$ cat src/verilog/poker_pkg.sv
`default_nettype none

package poker_pkg;

    // Width of every chip quantity in the design
    localparam int STACK_W = 11;

    // Unsigned chip count
    typedef logic [STACK_W-1:0] chips_t;

    // Streets of one hand
    typedef enum logic [3:0] {
        idle,
        pre_flop,
        flop,
        turn,
        river,
        showdown
    } hand_state_t;

    // Betting progress within one street
    typedef enum logic [3:0] {
        start_betting,
        bb_ready,
        bb_play,
        sb_ready,
        sb_play,
        sb_win,
        bb_win,
        next
    } bet_stage_t;

endpackage

`default_nettype wire

$ cat src/verilog/chip_bus_if.sv
`timescale 1ns/1ns
`default_nettype none

interface chip_bus_if;

    import poker_pkg::*;

    // One-cycle command pulse from the table
    logic en;
    logic make_bet;
    logic add_profit;
    chips_t amount;

    // Current stack held by the bank
    chips_t stack;

    modport table_side (
        output en,
        output make_bet,
        output add_profit,
        output amount,
        input  stack
    );

    modport bank (
        input  en,
        input  make_bet,
        input  add_profit,
        input  amount,
        output stack
    );

endinterface

`default_nettype wire

$ cat src/verilog/player_bank.sv
`timescale 1ns/1ns
`default_nettype none

module player_bank #(
    parameter poker_pkg::chips_t START_STACK = 200
) (
    input logic clk,
    input logic reset,
    chip_bus_if.bank bus
);

    // Bets and winnings land on the edge closing the pulse
    always_ff @(posedge clk) begin
        if (reset) begin
            bus.stack <= START_STACK;
        end else if (bus.en) begin
            if (bus.make_bet) begin
                bus.stack <= bus.stack - bus.amount;
            end else if (bus.add_profit) begin
                bus.stack <= bus.stack + bus.amount;
            end
        end
    end

endmodule

`default_nettype wire

$ cat src/verilog/street_sequencer.sv
`timescale 1ns/1ns
`default_nettype none

module street_sequencer (
    input logic clk,
    input logic reset,
    input logic advance,
    input logic round_done,
    input logic stack_empty,
    output poker_pkg::hand_state_t state,
    output logic small_blind
);

    import poker_pkg::*;

    hand_state_t next_state;

    always_comb begin
        next_state = state;
        case (state)
            idle: begin
                if (advance) begin
                    next_state = pre_flop;
                end
            end
            pre_flop: begin
                if (round_done) begin
                    next_state = stack_empty ? showdown : flop;
                end
            end
            flop: begin
                if (round_done) begin
                    next_state = stack_empty ? showdown : turn;
                end
            end
            turn: begin
                if (round_done) begin
                    next_state = stack_empty ? showdown : river;
                end
            end
            river: begin
                if (round_done) begin
                    next_state = showdown;
                end
            end
            showdown: begin
                if (advance) begin
                    next_state = pre_flop;
                end
            end
            default: begin
                next_state = idle;
            end
        endcase
    end

    always_ff @(posedge clk) begin
        if (reset) begin
            state <= idle;
        end else begin
            state <= next_state;
        end
    end

    // Button passes to the other player for the next hand
    always_ff @(posedge clk) begin
        if (reset) begin
            small_blind <= 1'b0;
        end else if (state == showdown && advance) begin
            small_blind <= ~small_blind;
        end
    end

endmodule

`default_nettype wire

$ cat src/verilog/betting_round.sv
`timescale 1ns/1ns
`default_nettype none

module betting_round #(
    parameter poker_pkg::chips_t SB_SIZE = 1,
    parameter poker_pkg::chips_t BB_SIZE = 2
) (
    input logic clk,
    input logic reset,
    input logic advance,
    input logic check_or_call,
    input logic bet_or_raise,
    input logic fold,
    input poker_pkg::chips_t bet_input,
    input poker_pkg::hand_state_t state,
    input logic small_blind,
    input logic showdown_winner,
    input logic showdown_draw,
    output poker_pkg::chips_t pot,
    output poker_pkg::chips_t min_bet_or_raise,
    output poker_pkg::chips_t call_size,
    output logic call_or_raise,
    output logic current_player,
    output logic wait_screen,
    output logic adv_ready,
    output logic play_ready,
    output logic round_done,
    output logic stack_empty,
    chip_bus_if.table_side p1,
    chip_bus_if.table_side p2
);

    import poker_pkg::*;

    bet_stage_t stage;
    chips_t sb_invested;
    chips_t bb_invested;
    chips_t actor_invested;
    chips_t other_invested;
    chips_t bet_size;
    chips_t bb_stack;
    logic sb_turn;
    logic sb_en;
    logic bb_en;
    logic make_bet;
    logic add_profit;
    logic both_played;
    logic paid;
    logic cmd_p2_sb;

    // Stack value once a command still on the bus has landed
    function automatic chips_t settled_stack(
        input chips_t stack,
        input logic en,
        input logic bet,
        input logic profit,
        input chips_t amount
    );
        chips_t result;
        result = stack;
        if (en && bet) begin
            result = stack - amount;
        end else if (en && profit) begin
            result = stack + amount;
        end
        return result;
    endfunction

    assign sb_turn = (stage == sb_ready) || (stage == sb_play);
    assign actor_invested = sb_turn ? sb_invested : bb_invested;
    assign other_invested = sb_turn ? bb_invested : sb_invested;
    assign call_size = other_invested - actor_invested;

    // small_blind high means player 2 holds the small blind
    assign current_player = small_blind ? sb_turn : ~sb_turn;
    assign bb_stack = small_blind ? p1.stack : p2.stack;

    assign wait_screen = (stage == sb_ready) || (stage == bb_ready);
    assign play_ready = (stage == sb_play) || (stage == bb_play);
    assign adv_ready = (state == idle) || (state == showdown) || wait_screen;
    assign round_done = (stage == next);

    assign stack_empty =
        (settled_stack(p1.stack, p1.en, p1.make_bet, p1.add_profit, p1.amount) == '0) ||
        (settled_stack(p2.stack, p2.en, p2.make_bet, p2.add_profit, p2.amount) == '0);

    // Roles mapped with the button as it stood when the command was issued
    assign p1.en = cmd_p2_sb ? bb_en : sb_en;
    assign p2.en = cmd_p2_sb ? sb_en : bb_en;
    assign p1.make_bet = make_bet;
    assign p2.make_bet = make_bet;
    assign p1.add_profit = add_profit;
    assign p2.add_profit = add_profit;
    assign p1.amount = bet_size;
    assign p2.amount = bet_size;

    always_ff @(posedge clk) begin
        if (reset) begin
            stage <= start_betting;
            pot <= '0;
            min_bet_or_raise <= BB_SIZE;
            call_or_raise <= 1'b0;
            sb_invested <= '0;
            bb_invested <= '0;
            bet_size <= '0;
            sb_en <= 1'b0;
            bb_en <= 1'b0;
            make_bet <= 1'b0;
            add_profit <= 1'b0;
            both_played <= 1'b0;
            paid <= 1'b0;
            cmd_p2_sb <= 1'b0;
        end else begin
            sb_en <= 1'b0;
            bb_en <= 1'b0;
            make_bet <= 1'b0;
            add_profit <= 1'b0;
            cmd_p2_sb <= small_blind;
            if (state != showdown) begin
                paid <= 1'b0;
            end
            case (state)
                pre_flop, flop, turn, river: begin
                    case (stage)
                        start_betting: begin
                            min_bet_or_raise <= BB_SIZE;
                            if (state == pre_flop) begin
                                call_or_raise <= 1'b1;
                                // Blinds go in one per cycle
                                if (sb_invested == '0) begin
                                    sb_invested <= SB_SIZE;
                                    bet_size <= SB_SIZE;
                                    sb_en <= 1'b1;
                                    make_bet <= 1'b1;
                                    pot <= pot + SB_SIZE;
                                end else if (bb_invested == '0) begin
                                    bb_invested <= BB_SIZE;
                                    bet_size <= BB_SIZE;
                                    bb_en <= 1'b1;
                                    make_bet <= 1'b1;
                                    pot <= pot + BB_SIZE;
                                end else begin
                                    stage <= sb_ready;
                                end
                            end else begin
                                call_or_raise <= 1'b0;
                                sb_invested <= '0;
                                bb_invested <= '0;
                                both_played <= 1'b0;
                                stage <= (bb_stack != '0) ? bb_ready : sb_ready;
                            end
                        end
                        sb_ready, bb_ready: begin
                            if (advance) begin
                                stage <= sb_turn ? sb_play : bb_play;
                            end
                        end
                        sb_play, bb_play: begin
                            if (advance) begin
                                both_played <= 1'b1;
                                if (fold) begin
                                    stage <= sb_turn ? bb_win : sb_win;
                                end else if (check_or_call) begin
                                    bet_size <= call_size;
                                    pot <= pot + call_size;
                                    make_bet <= 1'b1;
                                    sb_en <= sb_turn;
                                    bb_en <= ~sb_turn;
                                    if (sb_turn) begin
                                        sb_invested <= bb_invested;
                                    end else begin
                                        bb_invested <= sb_invested;
                                    end
                                    call_or_raise <= 1'b0;
                                    if (both_played) begin
                                        stage <= next;
                                    end else begin
                                        stage <= sb_turn ? bb_ready : sb_ready;
                                    end
                                end else if (bet_or_raise) begin
                                    // bet_input is the amount above the call
                                    bet_size <= call_size + bet_input;
                                    pot <= pot + call_size + bet_input;
                                    make_bet <= 1'b1;
                                    sb_en <= sb_turn;
                                    bb_en <= ~sb_turn;
                                    if (sb_turn) begin
                                        sb_invested <= other_invested + bet_input;
                                    end else begin
                                        bb_invested <= other_invested + bet_input;
                                    end
                                    min_bet_or_raise <= other_invested + bet_input;
                                    call_or_raise <= 1'b1;
                                    stage <= sb_turn ? bb_ready : sb_ready;
                                end
                            end
                        end
                        sb_win, bb_win: begin
                            sb_en <= (stage == sb_win);
                            bb_en <= (stage == bb_win);
                            add_profit <= 1'b1;
                            bet_size <= pot;
                            pot <= '0;
                            stage <= next;
                        end
                        default: begin
                            stage <= start_betting;
                        end
                    endcase
                end
                default: begin
                    // Idle or showdown, ready the table for a fresh hand
                    stage <= start_betting;
                    sb_invested <= '0;
                    bb_invested <= '0;
                    both_played <= 1'b0;
                    call_or_raise <= 1'b0;
                    min_bet_or_raise <= BB_SIZE;
                    if (state == showdown && !paid) begin
                        paid <= 1'b1;
                        add_profit <= 1'b1;
                        pot <= '0;
                        if (showdown_draw) begin
                            // Odd chip is lost
                            bet_size <= pot >> 1;
                            sb_en <= 1'b1;
                            bb_en <= 1'b1;
                        end else begin
                            bet_size <= pot;
                            sb_en <= (showdown_winner == small_blind);
                            bb_en <= (showdown_winner != small_blind);
                        end
                    end
                end
            endcase
        end
    end

endmodule

`default_nettype wire

$ cat src/verilog/poker_hand_top.sv
`timescale 1ns/1ns
`default_nettype none

module poker_hand_top #(
    parameter poker_pkg::chips_t SB_SIZE = 1,
    parameter poker_pkg::chips_t BB_SIZE = 2,
    parameter poker_pkg::chips_t START_STACK = 200
) (
    input logic clk,
    input logic reset,
    input logic advance,
    input logic check_or_call,
    input logic bet_or_raise,
    input logic fold,
    input poker_pkg::chips_t bet_input,
    input logic showdown_winner,
    input logic showdown_draw,
    output logic small_blind,
    output poker_pkg::chips_t current_pot,
    output poker_pkg::chips_t min_bet_or_raise,
    output poker_pkg::chips_t call_size,
    output poker_pkg::hand_state_t curr_state,
    output logic call_or_raise,
    output logic current_player,
    output logic wait_screen,
    output logic adv_ready,
    output logic play_ready,
    output poker_pkg::chips_t player1_stack,
    output poker_pkg::chips_t player2_stack
);

    logic round_done;
    logic stack_empty;

    chip_bus_if p1_bus ();
    chip_bus_if p2_bus ();

    street_sequencer sequencer (
        .clk        (clk),
        .reset      (reset),
        .advance    (advance),
        .round_done (round_done),
        .stack_empty(stack_empty),
        .state      (curr_state),
        .small_blind(small_blind)
    );

    betting_round #(
        .SB_SIZE(SB_SIZE),
        .BB_SIZE(BB_SIZE)
    ) betting (
        .clk             (clk),
        .reset           (reset),
        .advance         (advance),
        .check_or_call   (check_or_call),
        .bet_or_raise    (bet_or_raise),
        .fold            (fold),
        .bet_input       (bet_input),
        .state           (curr_state),
        .small_blind     (small_blind),
        .showdown_winner (showdown_winner),
        .showdown_draw   (showdown_draw),
        .pot             (current_pot),
        .min_bet_or_raise(min_bet_or_raise),
        .call_size       (call_size),
        .call_or_raise   (call_or_raise),
        .current_player  (current_player),
        .wait_screen     (wait_screen),
        .adv_ready       (adv_ready),
        .play_ready      (play_ready),
        .round_done      (round_done),
        .stack_empty     (stack_empty),
        .p1              (p1_bus.table_side),
        .p2              (p2_bus.table_side)
    );

    player_bank #(
        .START_STACK(START_STACK)
    ) bank1 (
        .clk  (clk),
        .reset(reset),
        .bus  (p1_bus.bank)
    );

    player_bank #(
        .START_STACK(START_STACK)
    ) bank2 (
        .clk  (clk),
        .reset(reset),
        .bus  (p2_bus.bank)
    );

    assign player1_stack = p1_bus.stack;
    assign player2_stack = p2_bus.stack;

endmodule

`default_nettype wire

$ cat config.mk
export PLATFORM = sky130hd
export DESIGN_NAME = poker_hand_top
export DESIGN_NICKNAME = d
export VERILOG_FILES = /design/src/verilog/poker_pkg.sv /design/src/verilog/chip_bus_if.sv /design/src/verilog/player_bank.sv /design/src/verilog/street_sequencer.sv /design/src/verilog/betting_round.sv /design/src/verilog/poker_hand_top.sv
export SDC_FILE = /design/constraint.sdc
export NUM_CORES = 1
export LEC_CHECK = 0
export BUFFER_PORTS_ARGS = -buffer_cell sky130_fd_sc_hd__buf_2
export CORE_MARGIN = 5
export CORE_UTILIZATION = 65
export DETAILED_ROUTE_END_ITERATION = 6
export PLACE_DENSITY = 0.91
export REMOVE_ABC_BUFFERS = 1
export SYNTH_ARGS = -nofsm -noshare
export SYNTH_HDL_FRONTEND = slang
export SYNTH_SLANG_ARGS = --single-unit
$ cat constraint.sdc
create_clock -name clk -period 14.2 [get_ports clk]
set_clock_uncertainty 0.2 [all_clocks]
set_input_delay 0.71 -clock clk [delete_from_list [all_inputs] [get_ports clk]]
set_output_delay 0.71 -clock clk [all_outputs]
set_load 0.005 [all_outputs]
==> results of run 1 <==
==> registers in the layout, indices dropped and copies added, names as in the netlist, 11 cells and up <==
name / count
betting.p1.amount: 11
betting.pot: 11
betting.sb_invested: 11
bank1.bus.stack: 11
bank2.bus.stack: 11
betting.bb_invested: 11
betting.min_bet_or_raise: 11
==> synthesized netlist by cell type (29+ instances only) <==
master / count / area share, %
nor2_1: 159 / 6.0
nand3_1: 37 / 1.9
a21oi_1: 126 / 6.3
nor3_1: 40 / 2.0
inv_1: 71 / 2.7
xnor2_1: 60 / 5.3
o21ai_0: 85 / 4.3
xor2_1: 29 / 2.6
nand2_1: 133 / 5.0
ha_1: 83 / 10
clkbuf_1: 58 / 2.2
dfxtp_1: 92 / 19
==> placed cells by master, fill, tap and decap left out, types with 6 or more instances in the layout <==
cell         n
xnor2_1     60
and3_1       6
a211oi_1    23
a221o_1      7
a31oi_1     17
nor2b_1     22
xor2_1      29
o21ai_0     85
and2_1      10
o21a_1      18
mux2i_1     19
fa_1         8
a32oi_1      6
o22ai_1      8
or3_1       10
clkbuf_16    9
a21o_1      13
ha_1        83
buf_4       11
nand2b_1    26
nor3_1      40
nor2_1     159
dfxtp_1     92
o211ai_1    12
o21bai_1    10
a221oi_1     7
nand2_1    133
a22oi_1      8
o31ai_1     16
buf_2       82
inv_1       71
nor4_1      13
nand4_1     15
or4_1        6
a311oi_1     7
nand3_1     37
o21ai_1      8
a21oi_1    126
==> metal layers <==
metal  GRT usage, %  vias to the layer above  share of wire [%]  routed length [um]
li1               -                     5075                  -                   -
met1          41.70                     5014                 38               12360
met2          60.21                      670                 46               15020
met3          6.420                      188                8.9                2878
met4          20.51                        0                6.8                2201
met5              0                        -                  0                   0
==> worst min-delay path by stage <==
stage / slack [ns] / startpoint / cells after the start / endpoint
detailed placement: 0.26 / betting.min_bet_or_raise[1]$_SDFFE_PP1P_ / 2 / betting.min_bet_or_raise[1]$_SDFFE_PP1P_
global route: 0.31 / betting.both_played$_SDFFE_PP0P_ / 2 / betting.both_played$_SDFFE_PP0P_
global placement: 0.25 / betting.min_bet_or_raise[1]$_SDFFE_PP1P_ / 2 / betting.min_bet_or_raise[1]$_SDFFE_PP1P_
floorplan: 0.25 / betting.both_played$_SDFFE_PP0P_ / 2 / betting.both_played$_SDFFE_PP0P_
finish: 0.27 / betting.min_bet_or_raise[1]$_SDFFE_PP1P_ / 2 / betting.min_bet_or_raise[1]$_SDFFE_PP1P_
CTS: 0.28 / betting.min_bet_or_raise[1]$_SDFFE_PP1P_ / 2 / betting.min_bet_or_raise[1]$_SDFFE_PP1P_
==> tightest hold or removal path, cell delays in order, from the launching register on <==
cell and delay [ns]:
dfxtp_1 0.32, mux2i_1 0.07, nand2_1 0.05
==> cell families (layout without fill, tap and decap cells) <==
group / after synthesis / in the layout / synth area share (%)
flops: 92 / 92 / 18.53
fa+ha+maj: 92 / 92 / 12.16
compound gates: 430 / 430 / 28.54
xor+xnor: 90 / 90 / 8.069
other cells: 1 / 1 / 0.03773
buf+inv: 152 / 182 / 6.030
mux: 22 / 22 / 2.253
simple gates: 508 / 508 / 24.38
==> power by group through the flow <==
stage	clock (mW)	combinational [mW]	sequential, mW
final	0.294	0.989	0.344
after global routing	0.303	1.07	0.348
after CTS	0.293	0.958	0.342
after detailed placement	0	0.949	0.347
after global placement	0	0.929	0.345
after floorplan	0	0.693	0.329
==> final cells by class <==
| cell class | count | area, um2 |
|---|---|---|
| multi-input combinational | 1143 | 7498 |
| fill | 1257 | 4397 |
| sequential | 92 | 1842 |
| timing repair buffer | 93 | 493.0 |
| inverter | 73 | 274.0 |
| clock buffer | 10 | 239.0 |
| tap | 188 | 235.2 |
| clock inverter | 6 | 111.4 |
==> flow_summary.toml, run 1 <==
[logic_synthesis]
synth_cell_type_count = 90
synth-seq-area-share_pct = 18.53
netlist_instances = 1387
synth_edf_count = 0
yosys_register_bits = 92
synth_warnings = 0
synth_async_sr_flop_share_pct = 0
syn_avg_cell_area_um2 = 7.166
ys.flop_type = "dfxtp_1"
netlist_area_mm2 = 0.009940

[placed_design]
dp_hpwl_um = 24430
placed_area_mm2 = 0.01034
place.gp.congestion = 1.005
place_inst = 1589
portBuffers = 82
dp_slack_ns = 7.896

[worst_setup_path]
r2r_setup_slack_ns = 7.68
startpoint_type = "register"
cp_slowest_cell = "dfxtp_1"
reg2reg_from = "betting.stage[0]$_SDFFE_PP0P_"
crit_type = "reg2reg"
arrival_ns = 6.59
path_delay_family = "compound AO/OA/AOI/OAI gates"
critPathMostFrequentCell = "xnor2_1"
r2r_end = "betting.pot[10]$_SDFFE_PP0P_"
critPathLaunch = "betting.stage[0]$_SDFFE_PP0P_"
crit_end = "betting.pot[10]$_SDFFE_PP0P_"
crit_cells = 22
crit_required_ns = 14.27
cp_num_buf_inv = 0
end_kind = "register"
max_stage_delay_ns = 0.80
r2r_cells = 22
critPathMaxFanout = 24
worstPathCellList = "or3b_1 > nand2_1 > a211oi_1 > nand3_1 > a311oi_1 > a21oi_1 > xnor2_1 > ha_1 > and2_1 > a311oi_1 > xnor2_1 > ha_1 > or2_2 > a21oi_1 > a31oi_1 > a21o_1 > a21oi_1 > xor2_1 > nor2_1 > xnor2_1 > xnor2_1 > o41ai_2"

[floorplan]
ios = 84
die-area_mm2 = 0.01787
die_x_um = 133.7
fp.dieH_um = 133.7
rows = 45
initial_core_util_pct = 65.87
core_mm2 = 0.01509

[clock_network]
clkTransAtPathRegs_ns = 0.07
postCtsSetupBuffers = 0
cts_sinks = 92
clock-root-buffer = "clkbuf_16"
cts_resized = 0
cts_tree = "built"
clk_latency_ns = 0.36
clock_path_buffers = 2
hold_buffers = 0
cts_buffers = 9
htree_num_levels = 3

[pwr]
combPwrFrac_pct = 60.8
p_leak_nw = 4.354
vdd_ir_drop_max_v = 0.00008046
power.density_mw_per_mm2 = 152.1
clkPwrFrac_pct = 18.1
total_power_mw = 1.627
internal-power_uw = 821.0
switching_share_pct = 49.53
seqPwrFrac_pct = 21.2
p_switching_uw = 805.7

[timing]
worstMarginPinSlew_ns = 0.9747
drv_slew = 0
final_hold_viol_count = 0
fin_setup_tns_ns = 0
slew_headroom_pct = 34.42
period_share_pct = 45.91
setup_viol = 0
max_freq_mhz = 153.4
final.min_clock_period_ns = 6.519
holdWs_ns = 0.2719
postLayoutSetupSlackWorst_ns = 7.681
grt_setup_unrepaired = "no"

[routing]
antenna_left = 0
drt_pass1_iterations = 6
drtIter0Drc = 1389
wl_per_cell_um = 20.23
route.detailed.drc = 0
viasPerCell = 6.821
vias = 10950
finalWirelength_um = 32470

[global_route]
antenna_found_initial = 0
grt_max_degree = 58
grt_pass1_vias = 10250
grt_pass1_wl_um = 51550
globalRouteTotalUtil_pct = 35.37
overflow = 0

[run_status]
outcome = "finished, final reports clean"

[layout]
drive_gt1_share_pct = 9.245
final_nets = 1522
n_antenna_cell = 0
stdcell_area_mm2 = 0.01069
final_cells = 1605
post-route-util_pct = 70.86
areaGrowthSynthToFinish_pct = 7.578

[flow_run]
cap_violations = 0

[worst_hold_path]
hp-class = "reg2reg"
(Power assumes the default switching activity.)
==> run 2, diff against run 1 <==
--- a/config.mk
+++ b/config.mk
@@ -7,9 +7,9 @@
 export LEC_CHECK = 0
 export BUFFER_PORTS_ARGS = -buffer_cell sky130_fd_sc_hd__buf_2
 export CORE_MARGIN = 5
-export CORE_UTILIZATION = 65
+export CORE_UTILIZATION = 62
 export DETAILED_ROUTE_END_ITERATION = 6
-export PLACE_DENSITY = 0.91
+export PLACE_DENSITY = 0.87
 export REMOVE_ABC_BUFFERS = 1
 export SYNTH_ARGS = -nofsm -noshare
 export SYNTH_HDL_FRONTEND = slang
==> constraint.sdc (replaced) <==
create_clock -name clk -period 6.39 [get_ports clk]
set_clock_uncertainty 0.2 [all_clocks]
set_input_delay 0.3195 -clock clk [delete_from_list [all_inputs] [get_ports clk]]
set_output_delay 0.3195 -clock clk [all_outputs]
set_load 0.005 [all_outputs]
==> run 2 against run 1 <==
  * Non-clock buffer count up 7
  * Highest routed layer unchanged
  * Setup slack worse by 7.2 ns
  * Fmax up 9.7%
  * Utilization down 3.1 points
  * Sequential share of layout area about the same
  * Routed wire length down 1.5%
  * Hold slack worse by 0.18 ns
  * Sequential power up 120%
  * Global-route usage down 0.84 points
  * Critical path depth up 1
  * First-iteration DRC count down 29%
  * Register-to-register slack worse by 7.2 ns
==> flow_summary.toml, run 2 (synthesized netlist as in run 1, its figures left out) <==
[timing]
setup_viol = 0
period_share_pct = 93.02
final.min_clock_period_ns = 5.944
grt_setup_unrepaired = "no"
worstMarginPinSlew_ns = 0.9486
slew_headroom_pct = 36.17
max_freq_mhz = 168.2
drv_slew = 0
fin_setup_tns_ns = 0
final_hold_viol_count = 0

[clock_network]
cts_resized = 0
cts_sinks = 92
clock-root-buffer = "clkbuf_16"
clk_latency_ns = 0.36
clock_path_buffers = 2
cts_tree = "built"
clkTransAtPathRegs_ns = 0.07
cts_buffers = 9
postCtsSetupBuffers = 0
htree_num_levels = 3
hold_buffers = 0

[layout]
drive_gt1_share_pct = 9.621
n_antenna_cell = 0
mostFrequentLayoutCells = "nor2_1 (159), nand2_1 (133), a21oi_1 (126)"
final_nets = 1529
final_common_cell = "nor2_1"
areaGrowthSynthToFinish_pct = 7.880

[floorplan]
rows = 46
fp.dieH_um = 136.6
die_x_um = 136.6
core_mm2 = 0.01583
ios = 84
die-area_mm2 = 0.01866
initial_core_util_pct = 62.80

[worst_setup_path]
worstPathCellList = "or3b_1 > a21oi_1 > o311ai_1 > nand3_1 > a311oi_1 > a21oi_1 > xnor2_1 > buf_4 > ha_1 > and2_1 > a311oi_1 > xnor2_1 > ha_1 > or2_2 > a21oi_1 > a31oi_1 > a21o_1 > a21oi_1 > xor2_1 > nor2_1 > xnor2_1 > xnor2_1 > o41ai_2"
crit_end = "betting.pot[10]$_SDFFE_PP0P_"
r2r_cells = 23
max_stage_delay_ns = 0.79
crit_required_ns = 6.46
critPathMaxFanout = 23
critPathLaunch = "betting.stage[1]$_SDFFE_PP0P_"
reg2reg_from = "betting.stage[1]$_SDFFE_PP0P_"
startpoint_type = "register"
arrival_ns = 6.01
crit_type = "reg2reg"
path_delay_family = "compound AO/OA/AOI/OAI gates"
cp_slowest_cell = "dfxtp_1"
end_kind = "register"
cp_num_buf_inv = 1
r2r_setup_slack_ns = 0.45
crit_cells = 23
r2r_end = "betting.pot[10]$_SDFFE_PP0P_"

[pwr]
vdd_ir_drop_max_v = 0.0001607
total_power_mw = 3.516
clkPwrFrac_pct = 16.1
seqPwrFrac_pct = 21.4
p_leak_nw = 4.362
power.density_mw_per_mm2 = 327.9
p_switching_mw = 1.769
switching_share_pct = 50.32
internal-power_mw = 1.747
combPwrFrac_pct = 62.5

[placed_design]
place.gp.congestion = 1.013
dp_hpwl_um = 24460
portBuffers = 82

[global_route]
antenna_found_initial = 0
grt_max_degree = 56
grt_pass1_wl_um = 51580
overflow = 0
grt_pass1_vias = 10180
globalRouteTotalUtil_pct = 34.53

[run_status]
outcome = "finished, final reports clean"

[routing]
vias = 10710
drtIter0Drc = 990
wl_per_cell_um = 19.50
route.detailed.drc = 0
finalWirelength_um = 31980
antenna_left = 0
viasPerCell = 6.528
drt_pass1_iterations = 6

[worst_hold_path]
hp-class = "in2reg"
hold_path_depth = 3

[flow_run]
cap_violations = 0
## run 2: cell types whose count changed in the layout (fill, tap and decap cells not counted), sizes merged
| cell | delta |
|---|---|
| buf | +7 |
| bufinv | -2 |
| clkinvlp | +1 |
| inv | +1 |
## run 2: worst min-delay path by stage
stage | endpoint | start | slack (ns)
6_report | betting.both_played$_SDFFE_PP0P_ | advance | 0.09
5_1_grt | betting.both_played$_SDFFE_PP0P_ | advance | 0.13
4_1_cts | betting.both_played$_SDFFE_PP0P_ | advance | 0.08
3_5_place_dp | betting.min_bet_or_raise[1]$_SDFFE_PP1P_ | betting.min_bet_or_raise[1]$_SDFFE_PP1P_ | 0.26
3_3_place_gp | betting.min_bet_or_raise[1]$_SDFFE_PP1P_ | betting.min_bet_or_raise[1]$_SDFFE_PP1P_ | 0.26
2_1_floorplan | betting.cmd_p2_sb$_SDFF_PP0_ | reset | 0.19
## run 2: worst min-delay path: stages
cell and delay [ns]:
buf_2 0.16, nand2_1 0.07, a21oi_1 0.06
## run 2: cell type report
type / instances / area [um2]
timing repair buffer: 100 / 545.5
clock inverter: 6 / 63.81
inverter: 73 / 274.0
multi-input combinational: 1143 / 7498
clock buffer: 10 / 229.0
tap: 216 / 270.3
fill: 1397 / 5105
sequential: 92 / 1842
## run 2: power by group through the flow
stage | clock, mW | sequential [mW] | combinational, mW
finish | 0.567 | 0.752 | 2.20
global route | 0.592 | 0.759 | 2.41
global placement | 0 | 0.758 | 2.10
CTS | 0.566 | 0.748 | 2.15
detailed placement | 0 | 0.761 | 2.14
floorplan | 0 | 0.731 | 1.54
## run 2: per-stage QoR
step,hold WS [ns],setup WS [ns],cell area (um2),utilization [%],instances
floorplan,0.1862,0.9407,9614,-,1308
global placement,0.2574,0.7033,10430,65.90,1624
detailed placement,0.2635,0.5964,10430,65.90,1624
CTS,0.08247,0.4921,10720,67.75,1640
global route,0.1263,0.04269,10720,67.75,1640
finish,0.08964,0.4457,10720,67.75,1640
## run 2: per-layer routing
| metal | vias up | part of all wire, % | GRT usage, % |
|---|---|---|---|
| met5 | - | 0 | 0 |
| met4 | 0 | 5.7 | 19.71 |
| met3 | 124 | 8.2 | 4.743 |
| met2 | 576 | 47 | 58.60 |
| met1 | 4929 | 39 | 41.80 |
| li1 | 5077 | - | - |
==> run 3, diff against run 2 <==
--- a/config.mk
+++ b/config.mk
@@ -10,6 +10,7 @@
 export CORE_UTILIZATION = 62
 export DETAILED_ROUTE_END_ITERATION = 6
 export PLACE_DENSITY = 0.87
+export RECOVER_POWER = 100
 export REMOVE_ABC_BUFFERS = 1
 export SYNTH_ARGS = -nofsm -noshare
 export SYNTH_HDL_FRONTEND = slang
==> run 3 against run 2 <==
  * The run now ends with max-capacitance violations, max-slew violations left
  * Setup slack worse by 0.053 ns
  * Via count is 0.75% higher
  * Hold slack got worse by 0.0021 ns
  * Fmax shrank 0.88%
  * Critical path type unchanged
==> flow_summary.toml, run 3 (synthesized netlist as in run 1, its figures left out) <==
[run_status]
outcome = "complete, but fails checks"
violations = "max-capacitance violations, max-slew violations"

[pwr]
power.density_mw_per_mm2 = 328.8
internal-power_mw = 1.731
p_switching_mw = 1.774
combPwrFrac_pct = 62.2
clkPwrFrac_pct = 16.3
seqPwrFrac_pct = 21.5
switching_share_pct = 50.61
vdd_ir_drop_max_v = 0.0001608
p_leak_nw = 4.205

[clock_network]
cts_sinks = 92
postCtsSetupBuffers = 0
clk_latency_ns = 0.37
cts_resized = 0
clock_path_buffers = 2
hold_buffers = 0
cts_tree = "built"
htree_num_levels = 3
clock-root-buffer = "clkbuf_16"
cts_buffers = 9
clkTransAtPathRegs_ns = 0.07

[global_route]
globalRouteTotalUtil_pct = 34.53
grt_pass1_vias = 10180
grt_pass1_wl_um = 51580
grt_max_degree = 56
overflow = 0
antenna_found_initial = 0

[layout]
final_common_cell = "nor2_1"
seq_area_mm2 = 0.001842
areaGrowthSynthToFinish_pct = 7.225
n_antenna_cell = 0
drive_gt1_share_pct = 6.742
multi_input_area_mm2 = 0.007492
mostFrequentLayoutCells = "nor2_1 (159), nand2_1 (133), a21oi_1 (126)"
final_nets = 1529
fillers = 1419

[timing]
final.min_clock_period_ns = 5.997
final_hold_viol_count = 0
max_freq_mhz = 166.8
fin_setup_tns_ns = 0
holdWs_ns = 0.08758
setup_viol = 0
worstMarginPinSlew_ns = 1.744
drv_slew = 32
period_share_pct = 93.85
slew_headroom_pct = -16.24
grt_setup_unrepaired = "no"

[placed_design]
dp_hpwl_um = 24460
portBuffers = 82
place.gp.congestion = 1.013

[routing]
wl_per_cell_um = 19.60
wl_met3_um = 2599
drtIter0Drc = 1028
antenna_left = 0
top_layer_used = "met4"
drt_pass1_iterations = 6
routed-wl-met2_um = 15130
viasPerCell = 6.577
vias = 10790
route.detailed.drc = 0
met1_length_um = 12580
finalWirelength_um = 32140

[worst_setup_path]
arrival_ns = 6.06
cp_slowest_cell = "or3b_1"
end_kind = "register"
startpoint_type = "register"
max_stage_delay_ns = 0.62
worstPathCellList = "or3b_1 > nand2_1 > buf_4 > clkbuf_1 > a21oi_1 > a32oi_1 > xor2_1 > buf_4 > ha_1 > nor2b_1 > o21a_1 > o41ai_1 > xnor2_1 > ha_1 > a21oi_1 > a31oi_1 > a21o_1 > a21oi_1 > xor2_1 > nor2_1 > xnor2_1 > xnor2_1 > o41ai_2"
crit_type = "reg2reg"
path_delay_family = "compound AO/OA/AOI/OAI gates"
critPathMaxFanout = 23
crit_required_ns = 6.45
cp_num_buf_inv = 3

[flow_run]
cap_violations = 1

[worst_hold_path]
hp-class = "in2reg"

[floorplan]
fp.dieH_um = 136.6
die-area_mm2 = 0.01866
die_x_um = 136.6
ios = 84
core_mm2 = 0.01583
initial_core_util_pct = 62.80
rows = 46
-- run 3: stage by stage --
| stage | power, mW | worst slack, ns | instances | area, um2 | util (%) |
|---|---|---|---|---|---|
| after floorplan | 2.270 | 0.9407 | 1308 | 9614 | - |
| after global placement | 2.856 | 0.7033 | 1624 | 10430 | 65.90 |
| after detailed placement | 2.897 | 0.5964 | 1624 | 10430 | 65.90 |
| after CTS | 3.467 | 0.4921 | 1640 | 10720 | 67.75 |
| after global routing | 3.739 | 0.04267 | 1640 | 10660 | 67.34 |
| final | 3.505 | 0.3932 | 1640 | 10660 | 67.34 |
-- run 3: area by class of cell --
class | instances | share of cell area [%]
Multi-Input combinational cell | 1143 | 70.30
Sequential cell | 92 | 17.28
Timing Repair Buffer | 100 | 4.567
Inverter | 73 | 2.571
Tap cell | 216 | 2.536
Clock buffer | 10 | 2.148
Clock inverter | 6 | 0.5987
-- run 3: routing by layer --
layer  vias to the layer above  global-route usage, %
met5                         -                      0
li1                       5075                      -
met3                       123                  4.743
met2                       580                  58.60
met4                         0                  19.71
met1                      5008                  41.80
-- run 3: final timing paths --
check | from | to | slack (ns) | depth (start not counted)
setup / recovery | betting.stage[1]$_SDFFE_PP0P_ | betting.pot[10]$_SDFFE_PP0P_ | 0.39 | 23
hold / removal | advance | betting.both_played$_SDFFE_PP0P_ | 0.09 | 3
setup reg to reg | betting.stage[1]$_SDFFE_PP0P_ | betting.pot[10]$_SDFFE_PP0P_ | 0.39 | 23
hold reg to reg | betting.min_bet_or_raise[1]$_SDFFE_PP1P_ | betting.min_bet_or_raise[1]$_SDFFE_PP1P_ | 0.28 | 2
-- run 3: worst reg2reg max path: cells and delay by family (launching register included) --
| family | cells | cell delay [ns] |
|---|---|---|
| AO/OA/AOI/OAI | 9 | 2.00 |
| adder cells (fa/ha/maj) | 2 | 0.68 |
| AND/OR/NAND/NOR | 4 | 0.96 |
| flip-flops | 1 | 0.54 |
| buffers and inverters | 3 | 0.74 |
| XOR/XNOR | 5 | 0.77 |
-- run 3: power groups by stage --
| stage | Combinational (mW) | Sequential (mW) | Clock, mW |
|---|---|---|---|
| 2_1_floorplan | 1.54 | 0.731 | 0 |
| 3_3_place_gp | 2.10 | 0.758 | 0 |
| 3_5_place_dp | 2.14 | 0.761 | 0 |
| 4_1_cts | 2.15 | 0.748 | 0.566 |
| 5_1_grt | 2.39 | 0.760 | 0.592 |
| 6_report | 2.18 | 0.753 | 0.570 |
